File: src/design/corr_pkg.sv
package corr_pkg;

   //////////////////////////////////////////////////////////////////////
   // sizes
   //////////////////////////////////////////////////////////////////////

   // one signed half of a sample
   localparam int DATA_WIDTH = 8;
   // processing elements, also ring stages
   localparam int PE_NUM = 4;
   // stage depth and rotate cycles per pass
   localparam int REG_NUM = 8;
   // one pass per element so every y block visits every pe
   localparam int ITER_NUM = PE_NUM;

   // operand memory map, y block first then x
   localparam int Y_WORDS = PE_NUM * REG_NUM;
   localparam int X_WORDS = ITER_NUM * REG_NUM;
   localparam int Y_BASE = 0;
   localparam int X_BASE = Y_WORDS;
   localparam int MEM_DEPTH = Y_WORDS + X_WORDS;
   localparam int ADDR_WIDTH = $clog2(MEM_DEPTH);

   // accumulator half, plenty of headroom over the 17 bit products
   localparam int ACC_WIDTH = 24;
   localparam int PROD_WIDTH = 2 * DATA_WIDTH + 1;

   // counter widths
   localparam int Y_CNT_WIDTH = $clog2(Y_WORDS + 1);
   localparam int X_CNT_WIDTH = $clog2(X_WORDS + 1);
   localparam int REG_CNT_WIDTH = $clog2(REG_NUM + 1);
   localparam int REG_IDX_WIDTH = $clog2(REG_NUM);
   localparam int PASS_CNT_WIDTH = $clog2(ITER_NUM + 1);

   //////////////////////////////////////////////////////////////////////
   // types
   //////////////////////////////////////////////////////////////////////

   // one memory word
   typedef struct packed {
      logic signed [DATA_WIDTH-1:0] re;
      logic signed [DATA_WIDTH-1:0] im;
   } cplx_t;

   typedef struct packed {
      logic signed [ACC_WIDTH-1:0] re;
      logic signed [ACC_WIDTH-1:0] im;
   } acc_t;

   // host write strobe
   typedef struct packed {
      logic                  en;
      logic [ADDR_WIDTH-1:0] addr;
      cplx_t                 data;
   } mem_wr_t;

   // reader request, held until granted
   typedef struct packed {
      logic                  req;
      logic [ADDR_WIDTH-1:0] addr;
   } rd_req_t;

   typedef acc_t [PE_NUM-1:0] acc_array_t;

   typedef enum logic [1:0] {IDLE, LOAD, WAIT, SHIFT} sipo_state_t;
   typedef enum logic [1:0] {X_IDLE, X_FETCH, X_READY, X_STREAM} xs_state_t;

endpackage
File: src/design/sipo_y.sv
`timescale 1ns/1ps

module sipo_y import corr_pkg::*; (
   input  logic               clk,
   input  logic               rst,
   input  logic               start,
   input  logic               shift_v,
   output rd_req_t            req,
   input  logic               gnt,
   input  cplx_t              rd_data,
   output logic               rotating,
   output logic               pass_last,
   output cplx_t [PE_NUM-1:0] p_out
);

   sipo_state_t state;

   logic [Y_CNT_WIDTH-1:0]    y_addr_cnt;
   logic [Y_CNT_WIDTH-1:0]    ld_cnt;
   logic [REG_IDX_WIDTH-1:0]  shift_cnt;
   logic [PASS_CNT_WIDTH-1:0] pass_cnt;
   // granted last cycle, so rd_data holds a y word now
   logic                      y_vld;

   cplx_t ring_in;
   logic  stage_en;
   cplx_t srl_q [PE_NUM];

   //////////////////////////////////////////////////////////////////////
   // moore outputs
   //////////////////////////////////////////////////////////////////////

   // one request per cycle until every y word is issued
   always_comb begin
      req.req  = (state == LOAD) && (y_addr_cnt != Y_CNT_WIDTH'(Y_WORDS));
      req.addr = ADDR_WIDTH'(Y_BASE) + ADDR_WIDTH'(y_addr_cnt);
   end

   assign rotating  = (state == SHIFT);
   assign pass_last = (state != IDLE) && (pass_cnt == PASS_CNT_WIDTH'(ITER_NUM - 1));

   //////////////////////////////////////////////////////////////////////
   // fsm
   //////////////////////////////////////////////////////////////////////

   always_ff @(posedge clk) begin
      if (rst) begin
         state      <= IDLE;
         y_addr_cnt <= '0;
         ld_cnt     <= '0;
         shift_cnt  <= '0;
         pass_cnt   <= '0;
         y_vld      <= 1'b0;
      end else begin
         y_vld <= req.req && gnt;
         case (state)
            IDLE: begin
               // fresh run, counters back to zero
               if (start) begin
                  state      <= LOAD;
                  y_addr_cnt <= '0;
                  ld_cnt     <= '0;
                  shift_cnt  <= '0;
                  pass_cnt   <= '0;
               end
            end
            LOAD: begin
               if (req.req && gnt) begin
                  y_addr_cnt <= y_addr_cnt + 1'b1;
               end
               // done once the last word has entered stage 0
               if (y_vld) begin
                  ld_cnt <= ld_cnt + 1'b1;
                  if (ld_cnt == Y_CNT_WIDTH'(Y_WORDS - 1)) begin
                     state <= WAIT;
                  end
               end
            end
            WAIT: begin
               // hold ring until x has a full pass buffered
               if (shift_v) begin
                  state <= SHIFT;
               end
            end
            SHIFT: begin
               shift_cnt <= shift_cnt + 1'b1;
               if (shift_cnt == REG_IDX_WIDTH'(REG_NUM - 1)) begin
                  shift_cnt <= '0;
                  if (pass_last) begin
                     state <= IDLE;
                  end else begin
                     pass_cnt <= pass_cnt + 1'b1;
                     state    <= WAIT;
                  end
               end
            end
            default: state <= IDLE;
         endcase
      end
   end

   //////////////////////////////////////////////////////////////////////
   // stage ring
   //////////////////////////////////////////////////////////////////////

   // memory feeds the ring while loading, last stage wraps while rotating
   assign ring_in  = rotating ? srl_q[PE_NUM-1] : rd_data;
   // whole ring moves together, otherwise frozen
   assign stage_en = y_vld || rotating;

   // first word loaded ends up at the head of the last stage
   for (genvar i = 0; i < PE_NUM; i++) begin : g_stage
      if (i == 0) begin : g_head
         srl_stage srl_i (
            .clk  (clk),
            .en   (stage_en),
            .din  (ring_in),
            .dout (srl_q[i])
         );
      end else begin : g_body
         srl_stage srl_i (
            .clk  (clk),
            .en   (stage_en),
            .din  (srl_q[i-1]),
            .dout (srl_q[i])
         );
      end
   end

   // every stage head, one per pe
   always_comb begin
      for (int i = 0; i < PE_NUM; i++) begin
         p_out[i] = srl_q[i];
      end
   end

endmodule

File: src/design/srl_stage.sv
`timescale 1ns/1ps

module srl_stage import corr_pkg::*; (
   input  logic  clk,
   input  logic  en,
   input  cplx_t din,
   output cplx_t dout
);

   // tap 0 is newest, last tap oldest
   cplx_t taps [REG_NUM];

   always_ff @(posedge clk) begin
      if (en) begin
         taps[0] <= din;
         for (int i = 1; i < REG_NUM; i++) begin
            taps[i] <= taps[i-1];
         end
      end
   end

   // oldest word out
   assign dout = taps[REG_NUM-1];

endmodule

File: config.mk
export PLATFORM = sky130hd
export DESIGN_NAME = sipo_y
export DESIGN_NICKNAME = d
export VERILOG_FILES = /design/src/design/corr_pkg.sv /design/src/design/sipo_y.sv /design/src/design/srl_stage.sv
export SDC_FILE = /design/constraint.sdc
export NUM_CORES = 1
export LEC_CHECK = 0
export BUFFER_PORTS_ARGS = -buffer_cell sky130_fd_sc_hd__buf_2
export CORE_MARGIN = 10
export CORE_UTILIZATION = 45
export DETAILED_ROUTE_END_ITERATION = 8
export PLACE_DENSITY = 0.72
export SETUP_SLACK_MARGIN = 0.3
export SLEW_MARGIN = 20
export SYNTH_ARGS = -nofsm -noshare
export SYNTH_HDL_FRONTEND = slang
export SYNTH_SLANG_ARGS = --single-unit
File: constraint.sdc
create_clock -name clk -period 19.6 [get_ports clk]
set_clock_uncertainty 0.2 [all_clocks]
set_input_delay 2.94 -clock clk [delete_from_list [all_inputs] [get_ports clk]]
set_output_delay 2.94 -clock clk [all_outputs]
set_load 0.005 [all_outputs]
== Word level (Yosys, flattened, before mapping) ==
Memories as Yosys holds them, arrays and structs flattened.
Cells that the tools add are included.
Storage, ports and cells
  flip-flop bits (word level): 21
  bits in writable memories: 512
  word-level logic and storage cells: 62
  memories kept: 4
Cells by class
  $add $sub $neg: 4
  equality and inequality tests: 14
  muxes and demuxes: 21
  reductions and logical operators: 13
Memory list
  g_stage[0].g_head.srl_i.taps: words 8, bits a word 16, read ports 8, clocked after memory_dff 0, wr ports 8, line srl_stage.sv:11  | cplx_t taps [REG_NUM];
  g_stage[1].g_body.srl_i.taps: words 8, bits a word 16, read ports 8, clocked after memory_dff 0, wr ports 8, line srl_stage.sv:11
  g_stage[2].g_body.srl_i.taps: words 8, bits a word 16, read ports 8, clocked after memory_dff 0, wr ports 8, line srl_stage.sv:11
  g_stage[3].g_body.srl_i.taps: words 8, bits a word 16, read ports 8, clocked after memory_dff 0, wr ports 8, line srl_stage.sv:11
Operators with widths (number)
  one-hot mux 6 bit (2 select lines): 2
  two-way mux 6 bit: 3
  two-way mux 16 bit: 1
  adder 6 x 1 -> 6 bit (second input constant): 2
  two-way mux 2 bit: 6
  two-way mux 3 bit: 4
  one-hot mux 3 bit (2 select lines): 2
  != test 2 bit (second input constant): 4
  one-hot mux 2 bit (4 select lines): 1
  adder 3 x 1 -> 3 bit (second input constant): 2
  equality test 6 x 5 -> 1 bit (second input constant): 1
  != test 2 x 1 -> 1 bit (second input constant): 3
  != test 6 bit (second input constant): 1
  AND reduction 3 bit: 2
  nonzero test 2 bit: 3
  AND reduction 5 bit: 1
  equality test 2 bit (second input constant): 2
  AND reduction 4 bit: 1
  equality test 3 x 2 -> 1 bit (second input constant): 1
  equality test 3 bit (second input constant): 1
  logical AND 1 bit: 3
  equality test 2 x 1 -> 1 bit (second input constant): 1
  logical NOT 2 bit: 1
  two-way mux 1 bit: 2
  2 further kinds: 2

== Logic depth before layout (Yosys ltp) ==
Gate-level depths: netlist of the first run.
  depth in word-level cells: 5
  depth in mapped cells: 6
  mapped depth without buffers: 6

== Modules after synthesis ==
A second synthesis of the first run with hierarchy kept.
Unflattened totals
  cell total of the unflattened synthesis: 730
  area total of the unflattened synthesis: 17169.0 um2
By module, submodules not included
  srl_stage: instances 4, cells an instance 144, area each 3963.8 um2, sequential area each 3843.7 um2
  sipo_y: instances 1, cells an instance 154, area each 1313.8 um2, sequential area each 420.4 um2

== Worst setup path after synthesis of the first run ==
OpenSTA, ideal clock, no wires.
  path kind: register to register
  start: register y_vld
  end: memory g_stage[0].g_head.srl_i.taps[0][0] (netlist bit) (enable)
  library setup time: 972 ps
  arrival time: 12627 ps
  data required time: 18428 ps
  slack: 5801 ps
  cell stages (with the launch flop): 2
  period minus slack after synthesis: 13799 ps
  path through: dfxtp_1 > nand2b_1
RTL lines
  from (decl): line sipo_y.sv:23  | logic y_vld;
  from (signal assigned): line sipo_y.sv:55  | y_vld <= req.req && gnt;
  to (decl): line srl_stage.sv:11

==> out/results.ini, run 1 <==
[clock_tree]
cts_post_setup_buffers_inserted=0
ctsHoldBuffers=0
ctsResizeCount=0
clockRootBuffer=sky130_fd_sc_hd__clkbuf_16
cts_htree_levels=2
cts_made_buffers=52
worst_setup_hold_path_clk_slew_ns=0.06
clock_sink_count=533
clk-insertion-delay-late_ns=0.57
buffer_levels_on_the_longest_clock_path=3
cts_tree=yes

[detailed_routing]
wl_per_cell_um=17.4
total_wire_length_after_detailed_routing_mm=23.7
detailroute.via_count=6459
number_of_drc_markers_after_the_initial_detailed_route_iteration=512
vias_per_cell=4.74
dr.pass1.iters=4
route.antenna.remaining_nets=0
drcViolationCount=0

[yosys]
postSynthCellCount=714
synth_top_cell_area_share=0.902
post_synth.cell_area_avg_um2=23.9
syn-num-nets=742
number_of_distinct_library_cells_after_synthesis=41
syn-cell-area_um2=17000
synth_enable_flop_cells=512
cell_type_contributing_the_most_total_cell_area_after_synthesis=sky130_fd_sc_hd__edfxtp_1
synth_async_sr_flop_share=0
synth.yosys.seq_area_share=0.927
synth_warn=0
ys_dominant_reg_cell=sky130_fd_sc_hd__edfxtp_1
synth_seq_cells=533
synthTopCellsByArea=sky130_fd_sc_hd__edfxtp_1 90%, sky130_fd_sc_hd__dfxtp_1 2.5%, sky130_fd_sc_hd__buf_4 2.1%

[hold_path]
timing.hold.worst.class=reg2reg

[sta]
fin_hold_ws_ns=0.214
final.setup.tns_ns=0
finalHoldViolations=0
fmax_mhz=204
period_share=0.250
worstMarginPinSlew_ns=0.999
rsz0062_at_grt=false
worst_slew_margin_rel=0.334
setup-violations-final=0
timing.final.max_slew_violations=0
final_period_minus_worst_setup_slack_ns=4.91

[placement]
finalWeightedCongestion=0.777
dp_hpwl_mm=12.6
buffer_ports.inserted=93

[grt]
initial_antenna_violation_count=0
vias_in_the_first_global_route=6414
globalRouteTotalUtil=0.101
grt_max_degree=211
global_route_wire_length_before_repair_mm=36.5
globalRoute.totalOverflow=0

[die]
die_w_um=215
core_um2=37500
io_pins=94
dieArea_um2=46000
die_y_um=215
start_util=0.454
num_rows=71

[worst_setup_path]
arrival_worst_endpoint_ns=1.77
worst_setup_path_start_kind=flop
worst_setup_path_end_kind=output port
path_class=reg2out
crit_fanout=6
crit_required_ns=16.46

[final_layout]
area_of_the_multi_input_gates_um2=810
antenna_cells_inserted=0
final_layout_size_suffix_gt1_frac=0.217
layout.area.seq_um2=15800
fill_cells=2962
design.final.nets=838
area_growth_syn_to_layout_pct=14.3

[run_status]
status=completed

[job]
drv_cap=0

[pwr]
vdd_drop_max_v=0.0000708
power_leakage_nw=6.37
power.density_nw_per_um2=116

area by class of cell:
cell class | instances | share of cell area
flip-flops and latches | 533 | 0.811
multi-input cells | 115 | 0.0416
repair buffers | 98 | 0.0282
clock buffers | 64 | 0.0702
well taps | 511 | 0.0328
clock inverters | 31 | 0.0139
inverters | 10 | 0.00193
final timing paths:
path                                                     startpoint                                   to  slack, ns  cells after the start
worst max-delay path                                  y_addr_cnt[0]                               req[6]      14.69                      6
worst min-delay path            g_stage[3].g_body.srl_i.taps[0][60]  g_stage[3].g_body.srl_i.taps[1][12]       0.21                      0
worst max register to register                             state[1]  g_stage[2].g_body.srl_i.taps[1][52]      16.23                      5
worst min register to register  g_stage[3].g_body.srl_i.taps[0][60]  g_stage[3].g_body.srl_i.taps[1][12]       0.21                      0
cell usage in the layout (no fill, tap or decap), types with 3 or more instances in the layout:
master | netlist | layout
sky130_fd_sc_hd__clkbuf_16 | 0 | 53
sky130_fd_sc_hd__clkbuf_1 | 3 | 11
sky130_fd_sc_hd__clkinv_2 | 0 | 6
sky130_fd_sc_hd__clkinv_4 | 0 | 3
sky130_fd_sc_hd__buf_2 | 4 | 93
sky130_fd_sc_hd__nand2_1 | 13 | 13
sky130_fd_sc_hd__o21ai_0 | 4 | 4
sky130_fd_sc_hd__nor2_1 | 16 | 16
sky130_fd_sc_hd__mux2i_1 | 4 | 4
sky130_fd_sc_hd__nor4_1 | 4 | 4
sky130_fd_sc_hd__mux2_2 | 16 | 16
sky130_fd_sc_hd__a21oi_1 | 7 | 7
sky130_fd_sc_hd__inv_1 | 9 | 9
sky130_fd_sc_hd__bufinv_16 | 0 | 5
sky130_fd_sc_hd__xnor2_1 | 4 | 4
sky130_fd_sc_hd__dfxtp_1 | 21 | 21
sky130_fd_sc_hd__clkinv_1 | 1 | 18
sky130_fd_sc_hd__nor3_1 | 5 | 5
sky130_fd_sc_hd__edfxtp_1 | 512 | 512
sky130_fd_sc_hd__nand3_1 | 5 | 5
sky130_fd_sc_hd__nand4_1 | 4 | 4
sky130_fd_sc_hd__ha_1 | 7 | 7
state kept, by name, summed over array words and instances, names as in the netlist:
signal,flops
shift_cnt,3
y_vld,1
y_addr_cnt,6
state,2
g_stage.g_head.srl_i.taps,128
ld_cnt,6
g_stage.g_body.srl_i.taps,384
pass_cnt,3
power by group:
| part | internal, mW | switching [mW] | total, mW |
|---|---|---|---|
| Combinational | 0.00718 | 0.0197 | 0.0269 |
| Clock | 0.559 | 0.391 | 0.950 |
| Sequential | 1.27 | 0.00835 | 1.28 |
critical path, cell delays in order (launching register included):
cell and delay (ns):
sky130_fd_sc_hd__dfxtp_1 0.43, sky130_fd_sc_hd__inv_1 0.08, sky130_fd_sc_hd__ha_1 0.21, sky130_fd_sc_hd__nand4bb_1 0.15, sky130_fd_sc_hd__nor2_1 0.06, sky130_fd_sc_hd__nor3_1 0.13, sky130_fd_sc_hd__buf_2 0.15
cells by family after synthesis:
| family | after synthesis | share of synthesized area |
|---|---|---|
| muxes | 20 | 0.0129 |
| adders and majority gates | 7 | 0.00514 |
| AOI/OAI and AO/OA | 26 | 0.00969 |
| and+or+nand+nor | 58 | 0.0173 |
| buffers and inverters | 66 | 0.0258 |
| xor gates and xnor gates | 4 | 0.00206 |
| DFF | 533 | 0.927 |
routing by layer:
metal	wire length [um]	track usage	up-vias	part of all wire
met1	11500	0.149	3299	0.49
met2	10200	0.134	167	0.43
met4	573	0.0475	0	0.024
li1	-	-	2946	-
met3	1360	0.0313	47	0.057
met5	0	0	-	0
synth_stat cells, drive strengths merged, types with 2 or more instances:
master,count
mux2,16
nand4,4
xnor2,4
nand2,13
nor4,4
o21ai,7
clkbuf,3
o22ai,2
inv,9
dfxtp,21
edfxtp,512
nor2,16
ha,7
o21a,2
a21oi,7
nor3,5
mux2i,4
nand2b,2
nand3,5
buf,53
a31oi,2
through the flow:
step	cells	power, mW	util	instance area, um2	worst slack, ns
floorplan	714	1.34	-	17000	5.80
global placement	1266	1.33	0.475	17800	15.32
detailed placement	1266	1.33	0.475	17800	15.24
CTS	1361	2.29	0.519	19400	14.67
global route	1362	2.34	0.519	19500	14.55
finish	1362	2.25	0.519	19500	14.69
No activity file was read; power rests on OpenSTA's default activity.
==> run 2: changes to the inputs <==
PLACE_DENSITY = 0.74   (was 0.72)
clock period = 4 ns   (was 19.6 ns; I/O delays follow)
==> run 2 against run 1 <==
  * Core utilization rose by 0.44 points
  * Flip-flop and latch count did not move
  * Largest power group unchanged
  * Via count rose by 0.99%
  * Register-to-register slack got worse by 15 ns
  * Global-route usage rose by 0.59 points
  * Clock-buffer cell count fell by 5
  * Critical path depth fell by 3
==> out/results.ini, run 2 (synthesis results as in run 1) <==
[final_layout]
leading_cell_types_in_the_layout_fill_and_taps_excluded=512 x sky130_fd_sc_hd__edfxtp_1, 93 x sky130_fd_sc_hd__buf_2, 53 x sky130_fd_sc_hd__clkbuf_16, 20 x sky130_fd_sc_hd__dfxtp_1
max_flop_register=g_stage.g_body.srl_i.taps
layout_commonest_cell=sky130_fd_sc_hd__edfxtp_1
instances_no_fill=1375
fill_cells=2938
area_growth_syn_to_layout_pct=15.2
design.final.nets=849
largestRegisters=g_stage.g_body.srl_i.taps x384, g_stage.g_head.srl_i.taps x128
largest_register_ffs=384
final_layout_size_suffix_gt1_frac=0.244
antenna_cells_inserted=0
final_core_utilization=0.524

[sta]
fmax_mhz=367
rsz0062_at_grt=false
timing.final.max_slew_violations=0
fin_hold_ws_ns=0.130
worstMarginPinSlew_ns=0.705
final.setup.tns_ns=0
setup-violations-final=0
final_period_minus_worst_setup_slack_ns=2.72
finalHoldViolations=0
period_share=0.681
worst_slew_margin_rel=0.530
finalWorstSetupSlack_ns=1.28

[pwr]
vdd_drop_max_v=0.000342
netSwitchingPower_mw=2.17
power_leakage_nw=6.46
clockPowerShare=0.429
share_seq_of_total_power=0.559
cellInternalPower_mw=9.02
power.density_nw_per_um2=570
power.switching_fraction=0.194
combPwrFrac=0.012

[die]
core_um2=37500
num_rows=71
die_w_um=215
dieArea_um2=46000
die_y_um=215
io_pins=94
start_util=0.454

[clock_tree]
worst_setup_hold_path_clk_slew_ns=0.06
clock_sink_count=533
cts_post_setup_buffers_inserted=0
clk-insertion-delay-late_ns=0.58
ctsHoldBuffers=0
buffer_levels_on_the_longest_clock_path=3
cts_made_buffers=53
clockRootBuffer=sky130_fd_sc_hd__clkbuf_16
cts_htree_levels=2
cts_tree=yes
ctsResizeCount=0

[detailed_routing]
drcViolationCount=0
total_wire_length_after_detailed_routing_mm=24.9
number_of_drc_markers_after_the_initial_detailed_route_iteration=599
dr.pass1.iters=4
wl_per_cell_um=18.1
vias_per_cell=4.74
detailroute.via_count=6523
route.antenna.remaining_nets=0

[worst_setup_path]
timing.critical_path.buf_inv=1
crit_fanout=42
worst_setup_path_start_kind=flop
slowest_delay_ns=0.65
timing.reg2reg.setup_slack_ns=1.28
path_class=reg2reg
arrival_worst_endpoint_ns=2.76
delay_heaviest_family_cp=simple AND/OR/NAND/NOR gates
crit_required_ns=4.03
timing.critical_path.slowest_stage_cell=sky130_fd_sc_hd__nand2b_4
worst_setup_path_end_kind=flop
worstPathCellList=nand2_4 -> nand2b_4 -> buf_4

[placement]
number_of_cells_after_detailed_placement=1277
dp_hpwl_mm=14.0
finalWeightedCongestion=0.745
pre_cts_ws_ns=1.15
buffer_ports.inserted=93

[job]
drv_cap=0

[hold_path]
timing.hold.worst.class=in2reg

[grt]
globalRouteTotalUtil=0.107
grt_max_degree=76
initial_antenna_violation_count=1
globalRoute.totalOverflow=0
vias_in_the_first_global_route=6523
global_route_wire_length_before_repair_mm=38.6

[run_status]
status=completed

run 2: worst paths after layout:
path / start / endpoint / depth (start not counted)
max: state[0] / g_stage[0].g_head.srl_i.taps[2][10] / 3
min: rd_data[0] / g_stage[0].g_head.srl_i.taps[0][0] / 2
max reg2reg: state[0] / g_stage[0].g_head.srl_i.taps[2][10] / 3
min reg2reg: g_stage[3].g_body.srl_i.taps[0][59] / g_stage[3].g_body.srl_i.taps[1][11] / 0
run 2: area by class of cell:
class / count / area [um2] / area share
Timing Repair Buffer: 108 / 641 / 0.0326
Clock buffer: 59 / 1350 / 0.0687
Tap cell: 511 / 639 / 0.0326
Clock inverter: 39 / 352 / 0.0179
Sequential cell: 533 / 15800 / 0.805
Multi-Input combinational cell: 115 / 817 / 0.0416
Inverter: 10 / 37.5 / 0.00191
run 2: through the flow:
step / instance area, um2 / power [mW]
2_1_floorplan: 17100 / 6.47
5_1_grt: 19600 / 11.6
3_5_place_dp: 17900 / 6.51
3_3_place_gp: 17900 / 6.50
4_1_cts: 19600 / 11.4
6_report: 19600 / 11.2
run 2: routing by layer:
| layer | share of wire | vias up | track usage |
|---|---|---|---|
| met3 | 0.061 | 49 | 0.0351 |
| li1 | - | 2973 | - |
| met5 | 0.00052 | - | 0 |
| met1 | 0.51 | 3326 | 0.162 |
| met4 | 0.023 | 2 | 0.0376 |
| met2 | 0.41 | 173 | 0.142 |
run 2: power by group through the flow:
stage / sequential, mW / clock [mW] / combinational (mW)
floorplan: 6.38 / 0 / 0.0932
global placement: 6.37 / 0 / 0.138
detailed placement: 6.37 / 0 / 0.144
CTS: 6.26 / 4.96 / 0.143
global route: 6.26 / 5.19 / 0.156
finish: 6.25 / 4.79 / 0.139
==> run 3: changes to the inputs <==
clock period = 2.4 ns   (was 4 ns; I/O delays follow)
==> run 3 against run 2 <==
  * Worst setup slack worse by 1.0 ns
  * Flip-flop and latch count stayed put
  * Core utilization is 1.1 points higher
  * Routed wire length is 0.95% lower
  * Die area stayed put
  * Hold slack worse by 0.067 ns
  * Cell area is 2.1% higher
  * Global-route usage is 0.097 points lower
  * Critical endpoint is now req[6]
  * Largest power group unchanged
==> out/results.ini, run 3 (synthesis results as in run 1) <==
[pwr]
power.density_nw_per_um2=932
cellInternalPower_mw=15.1
vdd_drop_max_v=0.000459
power.switching_fraction=0.189
power_leakage_nw=6.60
netSwitchingPower_mw=3.54
clockPowerShare=0.427
combPwrFrac=0.015
share_seq_of_total_power=0.558

[detailed_routing]
route.antenna.remaining_nets=0
drcViolationCount=0
wl_per_cell_um=17.6
detailroute.via_count=6562
dr.pass1.iters=4
number_of_drc_markers_after_the_initial_detailed_route_iteration=505
total_wire_length_after_detailed_routing_mm=24.7
vias_per_cell=4.69

[final_layout]
area_of_the_multi_input_gates_um2=850
largestRegisters=g_stage.g_body.srl_i.taps x384, g_stage.g_head.srl_i.taps x128
fill_cells=2866
design.final.nets=876
area_growth_syn_to_layout_pct=17.6
final_layout_size_suffix_gt1_frac=0.256
leading_cell_types_in_the_layout_fill_and_taps_excluded=512 x sky130_fd_sc_hd__edfxtp_1, 93 x sky130_fd_sc_hd__buf_2, 53 x sky130_fd_sc_hd__clkbuf_16, 19 x sky130_fd_sc_hd__dlygate4sd3_1
max_flop_register=g_stage.g_body.srl_i.taps
layout_commonest_cell=sky130_fd_sc_hd__edfxtp_1
final_core_utilization=0.534
largest_register_ffs=384
layout.area.seq_um2=15800
antenna_cells_inserted=0
instances_no_fill=1400

[grt]
vias_in_the_first_global_route=6492
globalRouteTotalUtil=0.106
globalRoute.totalOverflow=0
initial_antenna_violation_count=0
grt_max_degree=58
global_route_wire_length_before_repair_mm=38.1

[worst_setup_path]
crit_required_ns=1.84
arrival_worst_endpoint_ns=1.56
worst_setup_path_start_kind=flop
worstReg2RegStart=y_addr_cnt[0]
crit_fanout=15
r2r_end=y_addr_cnt[4]
timing.reg2reg.setup_slack_ns=0.49
path_class=reg2out
timing.reg2reg.worst_path_depth=8
worst_setup_path_end_kind=output port

[job]
drv_cap=0

[clock_tree]
clock_sink_count=533
cts_made_buffers=52
buffer_levels_on_the_longest_clock_path=3
cts_htree_levels=2
clk-insertion-delay-late_ns=0.58
cts_tree=yes
worst_setup_hold_path_clk_slew_ns=0.06
clockRootBuffer=sky130_fd_sc_hd__clkbuf_16

[placement]
number_of_cells_after_detailed_placement=1280
dp_hpwl_mm=13.6
buffer_ports.inserted=93
finalWeightedCongestion=0.786

[die]
core_um2=37500
io_pins=94
start_util=0.454
die_w_um=215
die_y_um=215
num_rows=71
dieArea_um2=46000

[sta]
setup-violations-final=0
period_share=0.883
fmax_mhz=472
timing.final.max_slew_violations=0
worst_slew_margin_rel=0.658
final_period_minus_worst_setup_slack_ns=2.12
rsz0062_at_grt=true
finalHoldViolations=0
worstMarginPinSlew_ns=0.498

[run_status]
status=completed

[hold_path]
timing.hold.worst.class=in2reg
worst_hold_startpoint=gnt
whs_path_depth=3
hold-path-endpoint=y_addr_cnt[1]

run 3: cell types whose count changed in the layout (fill, tap and decap cells not counted), moves of 5 or more:
cell                            before  now
sky130_fd_sc_hd__buf_12              5   12
sky130_fd_sc_hd__dlygate4sd3_1       0   19
sky130_fd_sc_hd__dfxtp_1            20   14
sky130_fd_sc_hd__clkbuf_1            6   13
sky130_fd_sc_hd__clkinv_1           12    7
run 3: worst max-delay path by stage:
stage	slack [ns]	from	endpoint	cells after the start
2_1_floorplan	-2.42	state[1]	g_stage[0].g_head.srl_i.taps[0][0]	4
3_3_place_gp	0.47	state[1]	g_stage[2].g_body.srl_i.taps[1][38]	4
3_5_place_dp	0.40	state[1]	g_stage[0].g_head.srl_i.taps[7][6]	4
4_1_cts	0.18	y_addr_cnt[0]	req[6]	6
5_1_grt	0.20	y_addr_cnt[0]	req[6]	6
6_report	0.28	state[0]	req[6]	4
run 3: what timing repair did:
item / CTS / global route
setup endpoints to repair: 3 / 2
cloned: 0 / 0
setup buffers: 4 / 2
hold endpoints to repair: 26 / 0
pin swaps: 3 / 4
hold buffers: 19 / 0
gates resized for setup: 10 / 9
run 3: worst max-delay path: stages (launching register included):
cell,delay (ns)
sky130_fd_sc_hd__dfxtp_2,0.36
sky130_fd_sc_hd__buf_8,0.16
sky130_fd_sc_hd__clkinvlp_4,0.13
sky130_fd_sc_hd__nor3_2,0.20
sky130_fd_sc_hd__buf_2,0.14
run 3: power groups by stage:
stage                     clock network, mW  logic, mW  registers, mW
after global placement                    0      0.248           10.6
after global routing                   8.66      0.315           10.4
final                                  7.98      0.286           10.4
after floorplan                           0      0.155           10.6
after detailed placement                  0      0.259           10.6
after CTS                              8.28      0.284           10.4
run 3: cell type report:
cell class | instances | area share
multi-input cells | 115 | 0.0424
flip-flops and latches | 533 | 0.789
clock inverters | 27 | 0.0149
well taps | 511 | 0.0319
repair buffers | 136 | 0.0496
inverters | 10 | 0.00206
clock buffers | 68 | 0.0700
run 3: per-layer routing:
layer / GRT usage / part of all wire
met5: 0 / 0
met4: 0.0314 / 0.015
met3: 0.0401 / 0.070
met2: 0.136 / 0.41
met1: 0.164 / 0.50
run 3: through the flow:
stage	setup slack, ns	hold WS (ns)	setup TNS [ns]	power (mW)	instance area (um2)
after detailed placement	0.403	0.205	0	10.9	18000
final	0.282	0.0627	0	18.7	20000
after global routing	0.199	0.0934	0	19.4	20000
after CTS	0.180	0.0160	0	19.0	20000
after global placement	0.472	0.200	0	10.9	18000
after floorplan	-2.42	0.200	-1241.10	10.8	17100
